### config.mk
export PLATFORM = sky130hd
export DESIGN_NAME = udp_rx_writer
export DESIGN_NICKNAME = d
export VERILOG_FILES = /design/src/hsk_stream_pkg.sv /design/src/udp_rx_writer.sv
export SDC_FILE = /design/constraint.sdc
export NUM_CORES = 1
export LEC_CHECK = 0
export ABC_AREA = 1
export ABC_CLOCK_PERIOD_IN_PS = 2100
export BUFFER_PORTS_ARGS = -buffer_cell sky130_fd_sc_hd__buf_2
export CAP_MARGIN = 20
export CORE_AREA = 4 4 88 90
export CTS_CLUSTER_DIAMETER = 50
export DETAILED_ROUTE_END_ITERATION = 8
export DIE_AREA = 0 0 92 94
export MAX_ROUTING_LAYER = met4
export PLACE_DENSITY = 0.75
export SETUP_SLACK_MARGIN = 0.4
export SLEW_MARGIN = 20
export SYNTH_ARGS = -nofsm -noshare
export SYNTH_HDL_FRONTEND = slang
export SYNTH_SLANG_ARGS = --single-unit
### constraint.sdc
create_clock -name aclk -period 2.1 [get_ports aclk]
set_input_delay 0.42 -clock aclk [delete_from_list [all_inputs] [get_ports aclk]]
set_output_delay 0.42 -clock aclk [all_outputs]
set_load 0.01 [all_outputs]
### src/hsk_stream_pkg.sv
package hsk_stream_pkg;

    // one 64-bit beat of the udp payload stream, byte 0 of the packet in the low byte
    typedef logic [63:0] qword_t;

    // byte enables of one beat where bit n qualifies byte n
    typedef logic [7:0] keep_t;

    // number of qwords in one stored packet, so 511 at most
    typedef logic [8:0] qword_count_t;

    // occupancy of the payload fifo, which has to reach a full 512
    typedef logic [9:0] fill_count_t;

    // length field of the udp header, which counts the 8 header bytes as well
    typedef logic [15:0] udp_length_t;

    // the 8 extra header bytes in the length make dropping the low 3 bits
    // a safe upward round to whole qwords
    localparam int LENGTH_SHIFT = 3;

    // largest packet that a count entry can describe
    localparam int MAX_QWORDS = (1 << $bits(qword_count_t)) - 1;

endpackage

### src/udp_rx_writer.sv
`timescale 1ns/100ps

module udp_rx_writer
    import hsk_stream_pkg::*;
#(
    parameter int PAYLOAD_DEPTH = 512
) (
    input  logic         aclk,
    input  logic         aresetn,
    input  qword_t       s_udphdr_tdata,
    input  logic         s_udphdr_tvalid,
    output logic         s_udphdr_tready,
    input  qword_t       s_udpdata_tdata,
    input  keep_t        s_udpdata_tkeep,
    input  logic         s_udpdata_tlast,
    input  logic         s_udpdata_tvalid,
    output logic         s_udpdata_tready,
    input  logic         payload_full,
    input  fill_count_t  payload_fill,
    output logic         payload_wr,
    output qword_t       payload_data,
    input  logic         count_full,
    output logic         count_wr,
    output qword_count_t count_data
);

    typedef enum logic [1:0] {
        ST_IDLE,
        ST_STORE,
        ST_COMPLETE,
        ST_DUMP
    } state_t;

    state_t       state;
    udp_length_t  hdr_length;
    udp_length_t  hdr_qwords;
    udp_length_t  free_qwords;
    logic         hdr_taken;
    logic         data_taken;
    logic         drop_packet;
    qword_count_t beat_count;

    //////////////////////////////////////////////////////////////////////
    // admission check on the header
    //////////////////////////////////////////////////////////////////////

    // length sits in the low 16 bits of the header beat
    assign hdr_length = s_udphdr_tdata[$bits(udp_length_t)-1:0];
    assign hdr_qwords = hdr_length >> LENGTH_SHIFT;

    // fill never exceeds the depth so this cannot go negative
    assign free_qwords = udp_length_t'(PAYLOAD_DEPTH) - udp_length_t'(payload_fill);

    // dump anything the count fifo cannot describe, anything that will not fit,
    // and anything arriving while there is no slot left for its count
    assign drop_packet = (hdr_qwords > udp_length_t'(MAX_QWORDS)) ||
                         (hdr_qwords > free_qwords) ||
                         count_full;

    assign hdr_taken  = s_udphdr_tvalid && s_udphdr_tready;
    assign data_taken = s_udpdata_tvalid && s_udpdata_tready;

    //////////////////////////////////////////////////////////////////////
    // store and dump
    //////////////////////////////////////////////////////////////////////

    always_ff @(posedge aclk) begin
        if (!aresetn) begin
            state <= ST_IDLE;
        end else begin
            case (state)
                ST_IDLE: begin
                    if (hdr_taken) begin
                        state <= drop_packet ? ST_DUMP : ST_STORE;
                    end
                end
                ST_STORE: begin
                    if (data_taken && s_udpdata_tlast) begin
                        state <= ST_COMPLETE;
                    end
                end
                // one cycle to push the count
                ST_COMPLETE: state <= ST_IDLE;
                ST_DUMP: begin
                    if (data_taken && s_udpdata_tlast) begin
                        state <= ST_IDLE;
                    end
                end
                default: state <= ST_IDLE;
            endcase
        end
    end

    // in dump every beat is swallowed, in store only while the fifo has room
    assign s_udphdr_tready  = (state == ST_IDLE);
    assign s_udpdata_tready = (state == ST_DUMP) || ((state == ST_STORE) && !payload_full);

    // bytes without their keep bit go into the fifo as zero
    always_comb begin
        for (int i = 0; i < $bits(keep_t); i++) begin
            payload_data[8*i +: 8] = s_udpdata_tdata[8*i +: 8] & {8{s_udpdata_tkeep[i]}};
        end
    end

    assign payload_wr = data_taken && (state == ST_STORE);

    // the count pushed is the beats actually stored and not the header figure
    always_ff @(posedge aclk) begin
        if (!aresetn || state == ST_IDLE) begin
            beat_count <= '0;
        end else if (payload_wr) begin
            beat_count <= beat_count + 1'b1;
        end
    end

    assign count_wr   = (state == ST_COMPLETE);
    assign count_data = beat_count;

endmodule

# --- Word level (Yosys, flattened, before mapping) ---
# Cells that the tools add are included.
totals:
  regBits: 11
  inputBits: 153
  out_inout_bits: 77
  elab_cells: 38
classes:
  addsub: 2
  n_lt_le_gt_ge: 2
  n_eq_ne: 6
  mux: 5
  n_bitwise: 8
  reduce_logical: 13
op_table:
  columns: ["cell", "count"]
  rows:
  - ["8-bit bitwise AND", 8]
  - ["13-bit by 16-bit greater-than comparator with 1-bit output", 1]
  - ["13-bit by 9-bit greater-than comparator with 1-bit output, second input constant", 1]
  - ["10-bit by 10-bit subtractor with 11-bit output, first input constant", 1]
  - ["9-bit by 1-bit adder with 9-bit output, second input constant", 1]
  - ["2-bit 2-to-1 mux", 4]
  - ["2-bit one-hot mux with 4 select lines", 1]
  - ["1-bit logical AND", 5]
  - ["2-bit == test, second input constant", 2]
  - ["1-bit logical OR", 4]
  - ["2-bit != test, second input constant", 2]
  - ["3-bit AND reduction", 1]
  - ["2-bit by 1-bit == test with 1-bit output, second input constant", 1]
  - ["1-bit logical NOT", 2]
  - ["2-bit logical NOT", 1]
  - ["2-bit by 1-bit != test with 1-bit output, second input constant", 1]

# --- Logic depth before layout (Yosys ltp) ---
logic_depth:
  depth_word: 7
  ltp_mapped: 16
  ltp_nobuf: 16

# --- Least setup slack after synthesis ---
# OpenSTA, ideal clock, no wires.
synth_timing:
  path_type: "input port to flip-flop"
  from: "input port payload_fill[2]"
  to: "register state[1]"
  setup_time_ns: 0.116
  arrival_ns: 2.057
  required_time_ns: 1.984
  setup_slack_ns: -0.073
  stages: 13
  n_path_buf: 0
  path_cell_list: "nor3_1 -> nand4_1 -> nor3_1 -> xnor2_1 -> ha_1 -> a21oi_1 -> o21ai_0 -> o21ai_0 -> o21ai_0 -> nand2_1 -> nand2_1 -> nand2_1 -> a21oi_1"
synth_between:
  elab_chain_len: 7
synth_lines:
  columns: ["element", "line_no", "source"]
  rows:
  - ["start: declaration", "udp_rx_writer.sv:19", "input fill_count_t payload_fill,"]
  - ["10-bit by 10-bit subtractor with 11-bit output", "udp_rx_writer.sv:52", "assign free_qwords = udp_length_t'(PAYLOAD_DEPTH) - udp_length_t'(payload_fill);"]
  - ["13-bit by 16-bit greater-than comparator with 1-bit output", "udp_rx_writer.sv:57", "(hdr_qwords > free_qwords) ||"]
  - ["1-bit logical OR", "udp_rx_writer.sv:56", "assign drop_packet = (hdr_qwords > udp_length_t'(MAX_QWORDS)) ||"]
  - ["1-bit logical OR", "udp_rx_writer.sv:57", null]
  - ["2-bit 2-to-1 mux", "udp_rx_writer.sv:74", "state <= drop_packet ? ST_DUMP : ST_STORE;"]
  - ["2-bit 2-to-1 mux", "udp_rx_writer.sv:73", "if (hdr_taken) begin"]
  - ["2-bit one-hot mux with 4 select lines", "udp_rx_writer.sv:71", "case (state)"]
  - ["end signal: assignment", "udp_rx_writer.sv:74", null]
  - ["end: declaration", "udp_rx_writer.sv:34", "state_t state;"]
# No other way between the ends. The select of a mux whose other input is x is not followed.
# A chain may end at the register's enable or synchronous reset.

# --- Worst setup path in the final report ---
# Ends and elaborated chain as after synthesis.

==> metrics.txt <==
status=complete, no violations; vias in the first global route=2197; Clock H-tree levels=1; MaxCap Viol Count=0; Switching Fraction=0.360; endpoint required time on the critical path=2.23 ns; largest net degree at the start of global routing=9; maximum achievable frequency=0.477 GHz; critical register-to-register path startpoint=state[1]$_SDFFE_PN0P_; dominant cells by area after synthesis=sky130_fd_sc_hd__nand2_1, sky130_fd_sc_hd__inv_1, sky130_fd_sc_hd__dfxtp_1, sky130_fd_sc_hd__ha_1, sky130_fd_sc_hd__a21oi_1; Detailed Place HPWL=5020 um; final worst path period need=2.10 ns; P_leak=2.02 nW; placement row count=31; worst slew margin relative to its limit=0.807; global placement routability congestion=0.860; boundary pin count=230; CORE AREA=7060 um2; root buffer selected by CTS=sky130_fd_sc_hd__clkbuf_8; summed instance area of the synthesized netlist=1550 um2; total of warnings raised by yosys=0; Die Ht=94 um; worst skew pair latency=0.24 ns; clock-pin transition on the worst setup and hold timing paths=0.05 ns; Overall Global Routing Usage=0.121; Non-Filler Instances=570; period utilisation layout=0.998; total setup violations reported at the end of the flow=0; count of nets left with antenna violations after detail routing=0; R2R Setup Slk=0.59 ns; Worst Path Buf+Inv=2; series of cell instances along the critical path=buf_2 > nor3_4 > nand4_1 > buf_4 > nor3_4 > xnor2_1 > ha_1 > nand2_1 > nor2_1 > nand3_1 > or2_0 > nand2_1 > nand2_1 > nand2_1 > a21oi_1; category of the worst setup path launch point=input pin; detailed-router iteration count before antenna repair=4; net count after synthesis=452; maximum buffer depth of the clock tree=2; kind of critical path=in2reg; Routed WL per cell=9.73 um; clock tree from TritonCTS=built; hold depth=3; highest fanout seen on the critical path=3; commonest cells after routing, fill and taps aside=sky130_fd_sc_hd__buf_2, sky130_fd_sc_hd__nand2_1, sky130_fd_sc_hd__inv_1; Slowest Stage Delay on Critical Path=0.30 ns; Pwr Density=309 nW/um2; transition at the pin with the smallest max-transition slack=0.288 ns; Die Outline Area=8650 um2; Hold Path Origin=aresetn; global-route wire length before repair=8740 um; Syn Area/Cell=5.43 um2; total inserted antenna cells=0; category of the worst setup path capture point=flop; part of the power in registers=0.258; DRC viols=0; vias post-DR=2307; data arrival time of the worst path=2.22 ns; hold-critical path endpoint=state[0]$_SDFFE_PN0P_; P_sw=0.305 mW; Sink Count=11; Vias/cell=4.05; total of flip-flops plus latches after synthesis=11; wire length after detailed routing=5550 um; post-layout utilization of the core=0.388; VDD IR-drop max=0.148 mV; antenna violations before repair=0; Critical Path Slowest Stage Cell=sky130_fd_sc_hd__ha_1; category of cells accounting for the largest share of critical-path delay=simple AND/OR/NAND/NOR gates; # placed instances=563; number of CTS-inserted buffers=3; initial DRC count=22; Worst Hold Margin=0.471 ns; share of cells above drive strength 1=0.463; leading cell type in the layout, fill and taps excluded=sky130_fd_sc_hd__buf_2; instance area at placement=2650 um2; Starting Density=0.219; number of unique standard cell types used by synthesis=29; cells on worst reg2reg path=11; max-slew violation count=0; buffers added on ports=178; count of final hold-check violations=0; Die X-Extent=92 um; Layout Area Growth over Synthesis=76.9%; Synth area leader=sky130_fd_sc_hd__nand2_1; gate count of the mapped netlist=285; part of the power in the clock network=0.249; Hold-fix buffers, CTS=0; post-layout instance area=2740 um2; worst r2r dst=count_data[8]$_SDFFE_PP0P_; Logic pwr share=0.493; Int Power=0.542 mW; Hold WC Path Type=in2reg; Total Nets Final=639; cell seen most often among critical-path stages=sky130_fd_sc_hd__nand2_1; sequential share of the synthesized area=0.142; aggregate global routing overflow=0; Worst Skew=0.00146 ns; unrepaired setup endpoints after global routing=true; proportion of netlist area held by the largest area contributor=0.223
[cell families after synthesis]
family | share of synthesized area
simple gates | 0.378
buf+inv | 0.236
compound gates | 0.0914
fa+ha+maj | 0.113
flops | 0.142
xor+xnor | 0.0396
[worst max-delay path by stage]
stage / cells past startpoint / endpoint / from
after floorplan: 13 / state[1]$_SDFFE_PN0P_ / payload_fill[0]
after global placement: 14 / state[1]$_SDFFE_PN0P_ / payload_fill[0]
after detailed placement: 14 / state[1]$_SDFFE_PN0P_ / payload_fill[0]
after CTS: 15 / state[1]$_SDFFE_PN0P_ / payload_fill[2]
after global routing: 15 / state[1]$_SDFFE_PN0P_ / payload_fill[2]
final: 15 / state[1]$_SDFFE_PN0P_ / payload_fill[2]
[through the flow]
step	TNS (ns)	power (mW)	setup WS [ns]
floorplan	0	0.424	0.0725
global placement	-0.278	0.623	-0.278
detailed placement	-0.324	0.632	-0.324
CTS	0	0.858	0.0219
global route	-0.190	0.921	-0.190
finish	0	0.847	0.00489
[layout make-up]
cell class                 count  area [um2]
tap                           99         124
multi-input combinational    177        1030
fill                         745        4320
sequential                    11         221
clock buffer                   4        45.0
inverter                      89         338
timing repair buffer         190         981
[routing by layer]
metal  track usage  routed length [um]  vias to the layer above
met3        0.0224                 539                        4
li1              -                   -                     1194
met4        0.0173                  42                        0
met5             -                   0                        -
met1         0.122                2130                      981
met2         0.246                2840                      128
[cells in the mapped netlist]
library cell and n:
sky130_fd_sc_hd__a21oi_4 1, sky130_fd_sc_hd__nand2_1 92, sky130_fd_sc_hd__nor3_2 1, sky130_fd_sc_hd__inv_1 86, sky130_fd_sc_hd__clkinv_2 1, sky130_fd_sc_hd__a21oi_1 13, sky130_fd_sc_hd__nand3_4 1, sky130_fd_sc_hd__nand3_1 9
sky130_fd_sc_hd__clkbuf_1 8, sky130_fd_sc_hd__nor2_1 14, sky130_fd_sc_hd__inv_2 2, sky130_fd_sc_hd__nand3_2 1, sky130_fd_sc_hd__a31oi_1 1, sky130_fd_sc_hd__or2_0 1, sky130_fd_sc_hd__nor2_4 1, sky130_fd_sc_hd__o21bai_1 1
sky130_fd_sc_hd__o21ai_0 6, sky130_fd_sc_hd__and3_1 1, sky130_fd_sc_hd__nand4_1 2, sky130_fd_sc_hd__nand2_2 1, sky130_fd_sc_hd__xnor2_1 1, sky130_fd_sc_hd__xor2_1 6, sky130_fd_sc_hd__o21a_1 1, sky130_fd_sc_hd__nor2_8 1
sky130_fd_sc_hd__nor3_1 6, sky130_fd_sc_hd__o21ai_2 1, sky130_fd_sc_hd__nand2_4 1, sky130_fd_sc_hd__ha_1 14, sky130_fd_sc_hd__dfxtp_1 11
[worst min-delay path, cell delays in order]
cell and delay, ns:
sky130_fd_sc_hd__buf_2 0.08, sky130_fd_sc_hd__inv_1 0.06, sky130_fd_sc_hd__a21oi_1 0.11
[registers in the layout, indices dropped and copies added, names as in the netlist]
signal and count:
count_data 9, state 2
[power by group through the flow]
stage	clock network, mW	registers [mW]	logic, mW
6_report	0.211	0.219	0.417
3_3_place_gp	0	0.222	0.401
4_1_cts	0.217	0.218	0.422
2_1_floorplan	0	0.222	0.202
3_5_place_dp	0	0.223	0.410
5_1_grt	0.229	0.219	0.472
[timing repair]
| action | 4_1_cts | 5_1_grt |
|---|---|---|
| pin swaps | 11 | 0 |
| resized for setup | 7 | 1 |
| cloned | 0 | 0 |
| buffers inserted | 3 | 0 |
| hold endpoints to repair | 0 | 0 |
| setup endpoints to repair | 1 | 4 |
Power figures use the tool's default switching activity.
