$ cat config.mk
export PLATFORM = sky130hd
export DESIGN_NAME = hsk_serial_reader
export DESIGN_NICKNAME = d
export VERILOG_FILES = /design/src/hsk_stream_pkg.sv /design/src/hsk_serial_pkg.sv /design/src/hsk_serial_reader.sv
export SDC_FILE = /design/constraint.sdc
export NUM_CORES = 1
export LEC_CHECK = 0
export ABC_AREA = 1
export BUFFER_PORTS_ARGS = -buffer_cell sky130_fd_sc_hd__buf_2
export CELL_PAD_IN_SITES_DETAIL_PLACEMENT = 1
export CELL_PAD_IN_SITES_GLOBAL_PLACEMENT = 1
export CORE_UTILIZATION = 35
export CTS_BUF_LIST = sky130_fd_sc_hd__clkbuf_8
export DETAILED_ROUTE_END_ITERATION = 7
export GPL_TIMING_DRIVEN = 0
export PLACE_DENSITY = 0.88
export SLEW_MARGIN = 20
export SYNTH_ARGS = -nofsm -noshare
export SYNTH_HDL_FRONTEND = slang
export SYNTH_SLANG_ARGS = --single-unit
$ cat constraint.sdc
create_clock -name aclk -period 1.95 [get_ports aclk]
set_clock_uncertainty 0.2 [all_clocks]
set_input_delay 0.2925 -clock aclk [delete_from_list [all_inputs] [get_ports aclk]]
set_output_delay 0.2925 -clock aclk [all_outputs]
set_load 0.05 [all_outputs]
$ cat src/hsk_stream_pkg.sv
package hsk_stream_pkg;

    // one 64-bit beat of the udp payload stream, byte 0 of the packet in the low byte
    typedef logic [63:0] qword_t;

    // byte enables of one beat where bit n qualifies byte n
    typedef logic [7:0] keep_t;

    // number of qwords in one stored packet, so 511 at most
    typedef logic [8:0] qword_count_t;

    // occupancy of the payload fifo, which has to reach a full 512
    typedef logic [9:0] fill_count_t;

    // length field of the udp header, which counts the 8 header bytes as well
    typedef logic [15:0] udp_length_t;

    // the 8 extra header bytes in the length make dropping the low 3 bits
    // a safe upward round to whole qwords
    localparam int LENGTH_SHIFT = 3;

    // largest packet that a count entry can describe
    localparam int MAX_QWORDS = (1 << $bits(qword_count_t)) - 1;

endpackage

$ cat src/hsk_serial_pkg.sv
package hsk_serial_pkg;

    // one byte as it goes out on miso
    typedef logic [7:0] byte_t;

    // bit position inside the byte being shifted out
    typedef logic [2:0] bit_index_t;

    // which byte of the head qword is loaded next
    typedef logic [2:0] byte_index_t;

    // bytes loaded so far for the packet being read
    // 511 qwords of 8 bytes still fits in 12 bits
    typedef logic [11:0] read_count_t;

endpackage

$ cat src/hsk_serial_reader.sv
`timescale 1ns/100ps

module hsk_serial_reader
    import hsk_stream_pkg::*;
    import hsk_serial_pkg::*;
(
    input  logic         aclk,
    input  logic         aresetn,
    input  logic         sclk,
    input  logic         cs_b,
    output logic         miso,
    input  qword_t       payload_data,
    input  logic         payload_valid,
    output logic         payload_rd,
    input  qword_count_t count_data,
    input  logic         count_valid,
    output logic         count_rd,
    output logic         irq_o,
    output logic         complete_o
);

    // a qword holds 8 bytes so a count turns into bytes with a shift by 3
    localparam int QWORD_BYTE_SHIFT = $clog2($bits(qword_t) / $bits(byte_t));

    logic        sclk_meta;
    logic        sclk_sync;
    logic        sclk_prev;
    logic        cs_meta;
    logic        cs_sync;
    logic        cs_prev;
    logic        sclk_rise;
    logic        cs_fall;
    logic        reading;
    byte_t       shift_reg;
    byte_t       head_byte;
    bit_index_t  bit_cnt;
    byte_index_t byte_sel;
    read_count_t read_cnt;
    read_count_t packet_bytes;
    logic        start_packet;
    logic        last_bit;
    logic        end_packet;
    logic        load_byte;
    logic        count_popped;

    //////////////////////////////////////////////////////////////////////
    // synchronizers and edge detection
    //////////////////////////////////////////////////////////////////////

    always_ff @(posedge aclk) begin
        if (!aresetn) begin
            sclk_meta <= 1'b0;
            sclk_sync <= 1'b0;
            sclk_prev <= 1'b0;
            cs_meta   <= 1'b1;
            cs_sync   <= 1'b1;
            cs_prev   <= 1'b1;
        end else begin
            sclk_meta <= sclk;
            sclk_sync <= sclk_meta;
            sclk_prev <= sclk_sync;
            cs_meta   <= cs_b;
            cs_sync   <= cs_meta;
            cs_prev   <= cs_sync;
        end
    end

    // clock edges only count while the master holds chip select low
    assign sclk_rise = sclk_sync && !sclk_prev && !cs_sync;
    assign cs_fall   = !cs_sync && cs_prev;

    //////////////////////////////////////////////////////////////////////
    // byte selection and shift out
    //////////////////////////////////////////////////////////////////////

    assign packet_bytes = read_count_t'(count_data) << QWORD_BYTE_SHIFT;
    // lowest byte of the head qword goes first since that is arrival order
    assign head_byte    = payload_data[byte_sel*$bits(byte_t) +: $bits(byte_t)];

    // a packet already in flight carries on through a cs_b toggle
    assign start_packet = cs_fall && !reading && count_valid;
    // the rise that shifts past bit 0 finishes the current byte
    assign last_bit     = sclk_rise && reading && (bit_cnt == '1);
    assign end_packet   = last_bit && (read_cnt == packet_bytes);
    assign load_byte    = start_packet || (last_bit && !end_packet);

    // the head qword is done once its eighth byte sits in the shift register
    assign payload_rd = load_byte && (byte_sel == '1) && payload_valid;
    assign count_rd   = end_packet && count_valid;

    always_ff @(posedge aclk) begin
        if (!aresetn) begin
            reading   <= 1'b0;
            shift_reg <= '0;
            bit_cnt   <= '0;
            byte_sel  <= '0;
            read_cnt  <= '0;
        end else begin
            if (start_packet) begin
                reading <= 1'b1;
            end else if (end_packet) begin
                reading <= 1'b0;
            end

            if (load_byte) begin
                shift_reg <= head_byte;
                bit_cnt   <= '0;
                byte_sel  <= byte_sel + 1'b1;
                read_cnt  <= read_cnt + 1'b1;
            end else if (end_packet) begin
                // clear everything so miso idles low and the next packet starts at byte 0
                shift_reg <= '0;
                bit_cnt   <= '0;
                byte_sel  <= '0;
                read_cnt  <= '0;
            end else if (sclk_rise && reading) begin
                shift_reg <= shift_reg << 1;
                bit_cnt   <= bit_cnt + 1'b1;
            end
        end
    end

    // msb first, changing after each rise so the master can sample on the fall
    assign miso = shift_reg[$bits(byte_t)-1];

    //////////////////////////////////////////////////////////////////////
    // status flags
    //////////////////////////////////////////////////////////////////////

    always_ff @(posedge aclk) begin
        if (!aresetn) begin
            count_popped <= 1'b0;
            irq_o        <= 1'b0;
            complete_o   <= 1'b0;
        end else begin
            // valid lags the pop by a cycle so the clear is held off by one
            count_popped <= count_rd;
            if (count_popped) begin
                irq_o <= 1'b0;
            end else if (count_valid) begin
                irq_o <= 1'b1;
            end

            if (cs_fall) begin
                complete_o <= 1'b0;
            end else if (count_rd) begin
                complete_o <= 1'b1;
            end
        end
    end

endmodule

## Word level (Yosys, flattened, before mapping)

Cells that the tools add are included.

| operators by class | value |
|---|---|
| bitwise gates (word level) | 1 |
| reductions and logical operators | 23 |
| equal/unequal tests | 3 |
| muxes and demuxes | 9 |
| shift-type cells | 1 |
| $add $sub $neg | 3 |

Operators with widths:

| operator | number |
|---|---|
| $shiftx A64 B7 Y8 | 1 |
| $mux W12 | 2 |
| $mux W8 | 3 |
| $add A12 B1 Y12 const B | 1 |
| $eq A12 B12 Y1 | 1 |
| $logic_and A1 B1 Y1 | 12 |
| $add A3 B1 Y3 const B | 2 |
| $eq A3 B3 Y1 const B | 2 |
| $mux W3 | 2 |
| $logic_not A1 Y1 | 4 |
| $reduce_bool A2 Y1 | 2 |
| $reduce_or A2 Y1 | 2 |
| $reduce_bool A3 Y1 | 1 |
| $reduce_or A3 Y1 | 1 |
| $mux W1 | 2 |
| $logic_or A1 B1 Y1 | 1 |
| $not A1 Y1 | 1 |

| word-level totals | value |
|---|---|
| input port bits | 79 |
| output and inout port bits | 5 |
| register bits | 36 |

## Depth between registers and ports, before layout

| depth | value |
|---|---|
| word-level depth | 11 |
| depth in mapped cells | 11 |
| mapped depth without buffers | 10 |

## Least setup slack after synthesis

No wires, ideal clock.

| path | value |
|---|---|
| path type | register -> output |
| start point | register read_cnt[0] |
| end point | output port payload_rd |
| path buffers | 0 |
| data arrival time | 1.641 ns |
| stages on the path, launching flop included | 10 |
| setup slack | -0.184 ns |
| cells stage by stage | dfxtp_1 -> inv_1 -> ha_1 -> inv_1 -> nor2_1 -> nand4_1 -> nor2_2 -> nand3_4 -> nand2_2 -> nor2_1 |

| between the ends | value |
|---|---|
| cells in the longest elaborated chain, start to end | 7 |

Ends and longest elaborated chain:

| what | RTL line | source |
|---|---|---|
| start: declaration | hsk_serial_reader.sv:38 | `read_count_t read_cnt;` |
| start signal: assignment | hsk_serial_reader.sv:109 | `read_cnt <= read_cnt + 1'b1;` |
| $eq A12 B12 Y1 | hsk_serial_reader.sv:84 | `assign end_packet = last_bit && (read_cnt == packet_bytes);` |
| $logic_and A1 B1 Y1 | hsk_serial_reader.sv:84 |  |
| $logic_not A1 Y1 | hsk_serial_reader.sv:85 | `assign load_byte = start_packet \|\| (last_bit && !end_packet);` |
| $logic_and A1 B1 Y1 | hsk_serial_reader.sv:85 |  |
| $logic_or A1 B1 Y1 | hsk_serial_reader.sv:85 |  |
| $logic_and A1 B1 Y1 (2 in a row) | hsk_serial_reader.sv:88 | `assign payload_rd = load_byte && (byte_sel == '1) && payload_valid;` |
| end: declaration | hsk_serial_reader.sv:14 | `output logic payload_rd,` |

No other way between the ends.

## Final worst setup path

| path | value |
|---|---|
| start point | register read_cnt[0] |
| end point | output port count_rd |

| between the ends | value |
|---|---|
| cells in the longest elaborated chain, start to end | 3 |

Ends and longest elaborated chain:

| what | RTL line | source |
|---|---|---|
| $eq A12 B12 Y1 | hsk_serial_reader.sv:84 |  |
| $logic_and A1 B1 Y1 | hsk_serial_reader.sv:84 |  |
| $logic_and A1 B1 Y1 | hsk_serial_reader.sv:89 | `assign count_rd = end_packet && count_valid;` |
| end: declaration | hsk_serial_reader.sv:17 | `output logic count_rd,` |

No other way between the ends.

==> results.toml <==
[cts]
clkLatencyLatePin_ps = 300
cts_tree = "done"
tritoncts.num_buffers = 5
htree_num_levels = 2
maximum_clock_path_buffer_count = 2
cts-root-buf = "sky130_fd_sc_hd__clkbuf_8"
numClockSinks = 36
cts.clk_slew.worst_paths_ps = 90

[placement]
hpwl_um = 6229
place_congestion = 0.7930
post_dp_cell_area_um2 = 2987
port_buffers = 83

[timing]
fin_crit_sh = 1.134
setup_violations = 3
setup_slack_ps = -261.3
hold_viol_final = 0
report.final.slew_viol_count = 0
achievable-frequency_ghz = 0.4522
min_clock_period_post_route_ps = 2211
slew_headroom = 0.6381
worst_slew_pin_slew_ps = 542.9
unrepaired_setup_endpoints_after_global_routing = "true"

[route]
postRouteAntennaNets = 0
drt_iter0_markers = 140
per_cell_routed_wire_length_um = 15.51
drcViolationCount = 0
drt-vias-per-instance = 5.137
finalWirelength_um = 9168
vias = 3036
detail_route.first_pass.iterations = 4

[min_path]
holdCritStartpoint = "aresetn"
hold_depth = 3
hold_class = "primary input to flip-flop"

[power]
cellPowerDensity_nw_per_um2 = 519.5
vdd_ir_drop_max_uv = 294.9
p_leak_nw = 1.563

[worst_setup_path]
cp-start-kind = "flip-flop"
cp_data_arrival_time_ps = 1720
critical_path_class = "flip-flop to output pin"
r2r.worst_path.cells = 9
worstPathRequired_ps = 1460
ff2ff_setup_slack_ps = -10
end_kind = "output pin"
worst_r2r_startpoint = "bit_cnt[0]$_SDFFE_PP0P_"
timing_startpoint_of_the_critical_path = "read_cnt[0]$_SDFFE_PN0P_"
worst_r2r_dst = "shift_reg[4]$_SDFFE_PN0P_"
critical_path_end = "count_rd"
largest_fanout_on_the_critical_path = 3

[die]
rows = 30
die-height_um = 85.64
floorplan.initialDensity = 0.3604
die_area_um2 = 7334
io-pin-count = 84
die_width_um = 85.64
core-area_um2 = 6794

[logic_synthesis]
ys_ff_latch = 36
synth_largest_type_area_fraction = 0.2943
synth_fp_nets = 474
yosysSeqAreaShare = 0.2943
area_contributors_post_synth = "sky130_fd_sc_hd__dfxtp_1 (29%), sky130_fd_sc_hd__nand2_1 (14%), sky130_fd_sc_hd__nor2_1 (11%)"
synthesis.yosys.warnings = 0
synthDominantAreaCellType = "sky130_fd_sc_hd__dfxtp_1"
post_synth_instance_area_um2 = 2449
synth_cell_type_count = 32
synth_cells = 389
avgSynthCellArea_um2 = 6.295

[grt]
grt_usage = 0.2411
grt_pass1_wl_um = 14100
grt_max_degree = 13
antenna_found_initial = 0
grt_overflow = 0
number_of_global_route_vias_before_repair = 2993

[job]
maxCapViolations = 0

[status]
status = "complete, but fails checks"
failed_checks = "negative setup slack"

[layout]
final_cell_mix = "sky130_fd_sc_hd__nand2_1 (90), sky130_fd_sc_hd__buf_2 (88), sky130_fd_sc_hd__nor2_1 (68), sky130_fd_sc_hd__o21ai_0 (47), sky130_fd_sc_hd__dfxtp_1 (29)"
layout.cell_area.non_filler_um2 = 3311
insertedDiodeCount = 0
layout-area-overhead-vs-synth_pct = 35.21
final_common_cell = "sky130_fd_sc_hd__nand2_1"
largest_register_ffs = 12
post_layout_nets = 579
final_layout_size_suffix_gt1_frac = 0.3434
finish.utilization = 0.4873
[logic make-up (layout without fill, tap and decap cells)]
group	count (synthesis)	count (layout)	synth area share
AO/OA/AOI/OAI	79	79	0.1783
XOR/XNOR	6	6	0.02146
adder cells (fa/ha/maj)	6	6	0.03066
buffers and inverters	53	159	0.09504
flip-flops	36	36	0.2943
AND/OR/NAND/NOR	209	209	0.3802
[synth_stat cells]
library cell                n
sky130_fd_sc_hd__ha_1       6
sky130_fd_sc_hd__o21ai_0   53
sky130_fd_sc_hd__nor2_1    72
sky130_fd_sc_hd__xor2_1     4
sky130_fd_sc_hd__nand4_1    5
sky130_fd_sc_hd__nand3_4    1
sky130_fd_sc_hd__o21ai_1    3
sky130_fd_sc_hd__buf_4      1
sky130_fd_sc_hd__buf_2      8
sky130_fd_sc_hd__nor2_2     1
sky130_fd_sc_hd__nor2_4     1
sky130_fd_sc_hd__nor3_1     1
sky130_fd_sc_hd__inv_2      6
sky130_fd_sc_hd__o21ai_2    1
sky130_fd_sc_hd__or2_0      1
sky130_fd_sc_hd__o22ai_1    3
sky130_fd_sc_hd__dfxtp_1   36
sky130_fd_sc_hd__inv_1     28
sky130_fd_sc_hd__buf_8      1
sky130_fd_sc_hd__nand4_2    1
sky130_fd_sc_hd__nand3_1   19
sky130_fd_sc_hd__or2_2      4
sky130_fd_sc_hd__xnor2_1    2
sky130_fd_sc_hd__clkbuf_2   1
sky130_fd_sc_hd__nand2_1   91
sky130_fd_sc_hd__buf_6      1
sky130_fd_sc_hd__clkinv_1   2
sky130_fd_sc_hd__nand3_2    9
sky130_fd_sc_hd__nand2_2    3
sky130_fd_sc_hd__a21oi_2    9
sky130_fd_sc_hd__a21oi_1   10
sky130_fd_sc_hd__clkbuf_1   5
[worst min path at each step]
stage,to,slack [ps]
after floorplan,irq_o$_SDFFE_PP0P_,170
after global placement,irq_o$_SDFFE_PP0P_,180
after detailed placement,irq_o$_SDFFE_PP0P_,190
after CTS,irq_o$_SDFFE_PP0P_,90
after global routing,irq_o$_SDFFE_PP0P_,150
final,read_cnt[1]$_SDFFE_PN0P_,140
[critical path: stages, from the launching register on]
cell and delay (ps):
sky130_fd_sc_hd__dfxtp_2 340, sky130_fd_sc_hd__inv_2 80, sky130_fd_sc_hd__ha_4 140, sky130_fd_sc_hd__inv_2 40, sky130_fd_sc_hd__nor2_4 80, sky130_fd_sc_hd__nand4_1 150, sky130_fd_sc_hd__nor2_4 180, sky130_fd_sc_hd__nand4_1 150
sky130_fd_sc_hd__inv_1 100, sky130_fd_sc_hd__buf_6 160
[report_power, final]
part / total (mW) / switching (mW) / internal, mW / leakage [nW]
clock network: 0.687 / 0.308 / 0.379 / 0.0541
registers: 0.760 / 0.0106 / 0.749 / 0.295
logic: 0.274 / 0.151 / 0.123 / 1.21
[cell type report]
cell class / instances / area (um2)
well taps: 96 / 120.1
plain buffers: 17 / 112.6
clock buffers: 5 / 68.82
repair buffers: 98 / 549.3
fillers: 944 / 3483
inverters: 36 / 137.6
clock inverters: 3 / 42.54
multi-input cells: 300 / 1550
flip-flops and latches: 36 / 729.5
[per-layer routing]
metal	global-route usage	wire length [um]	vias to the layer above
met5	0	0	-
met4	0.08030	260	0
met3	0.03754	435	27
met2	0.4429	4658	116
met1	0.2852	3814	1432
li1	-	-	1461
[through the flow]
| stage | hold WS, ps | setup TNS (ps) | std cells | total power [mW] | setup WS (ps) |
|---|---|---|---|---|---|
| finish | 136.8 | -515.2 | 591 | 1.720 | -261.3 |
| global route | 151.4 | -1050 | 591 | 1.782 | -353.3 |
| CTS | 91.47 | -544.3 | 586 | 1.683 | -275.7 |
| detailed placement | 189.4 | -346.0 | 568 | 1.018 | -202.1 |
| global placement | 176.0 | -311.7 | 568 | 1.008 | -198.2 |
| floorplan | 173.2 | 0 | 389 | 0.8978 | 42.35 |
[repair_timing]
action | 4_1_cts | 5_1_grt
buffers inserted | 8 | 6
setup endpoints to repair | 5 | 21
cloned | 0 | 0
pin swaps | 7 | 10
resized for setup | 16 | 23
hold buffers | 2 | 0
endpoints found under the hold margin | 2 | 0
No activity file was read; power rests on OpenSTA's default activity.
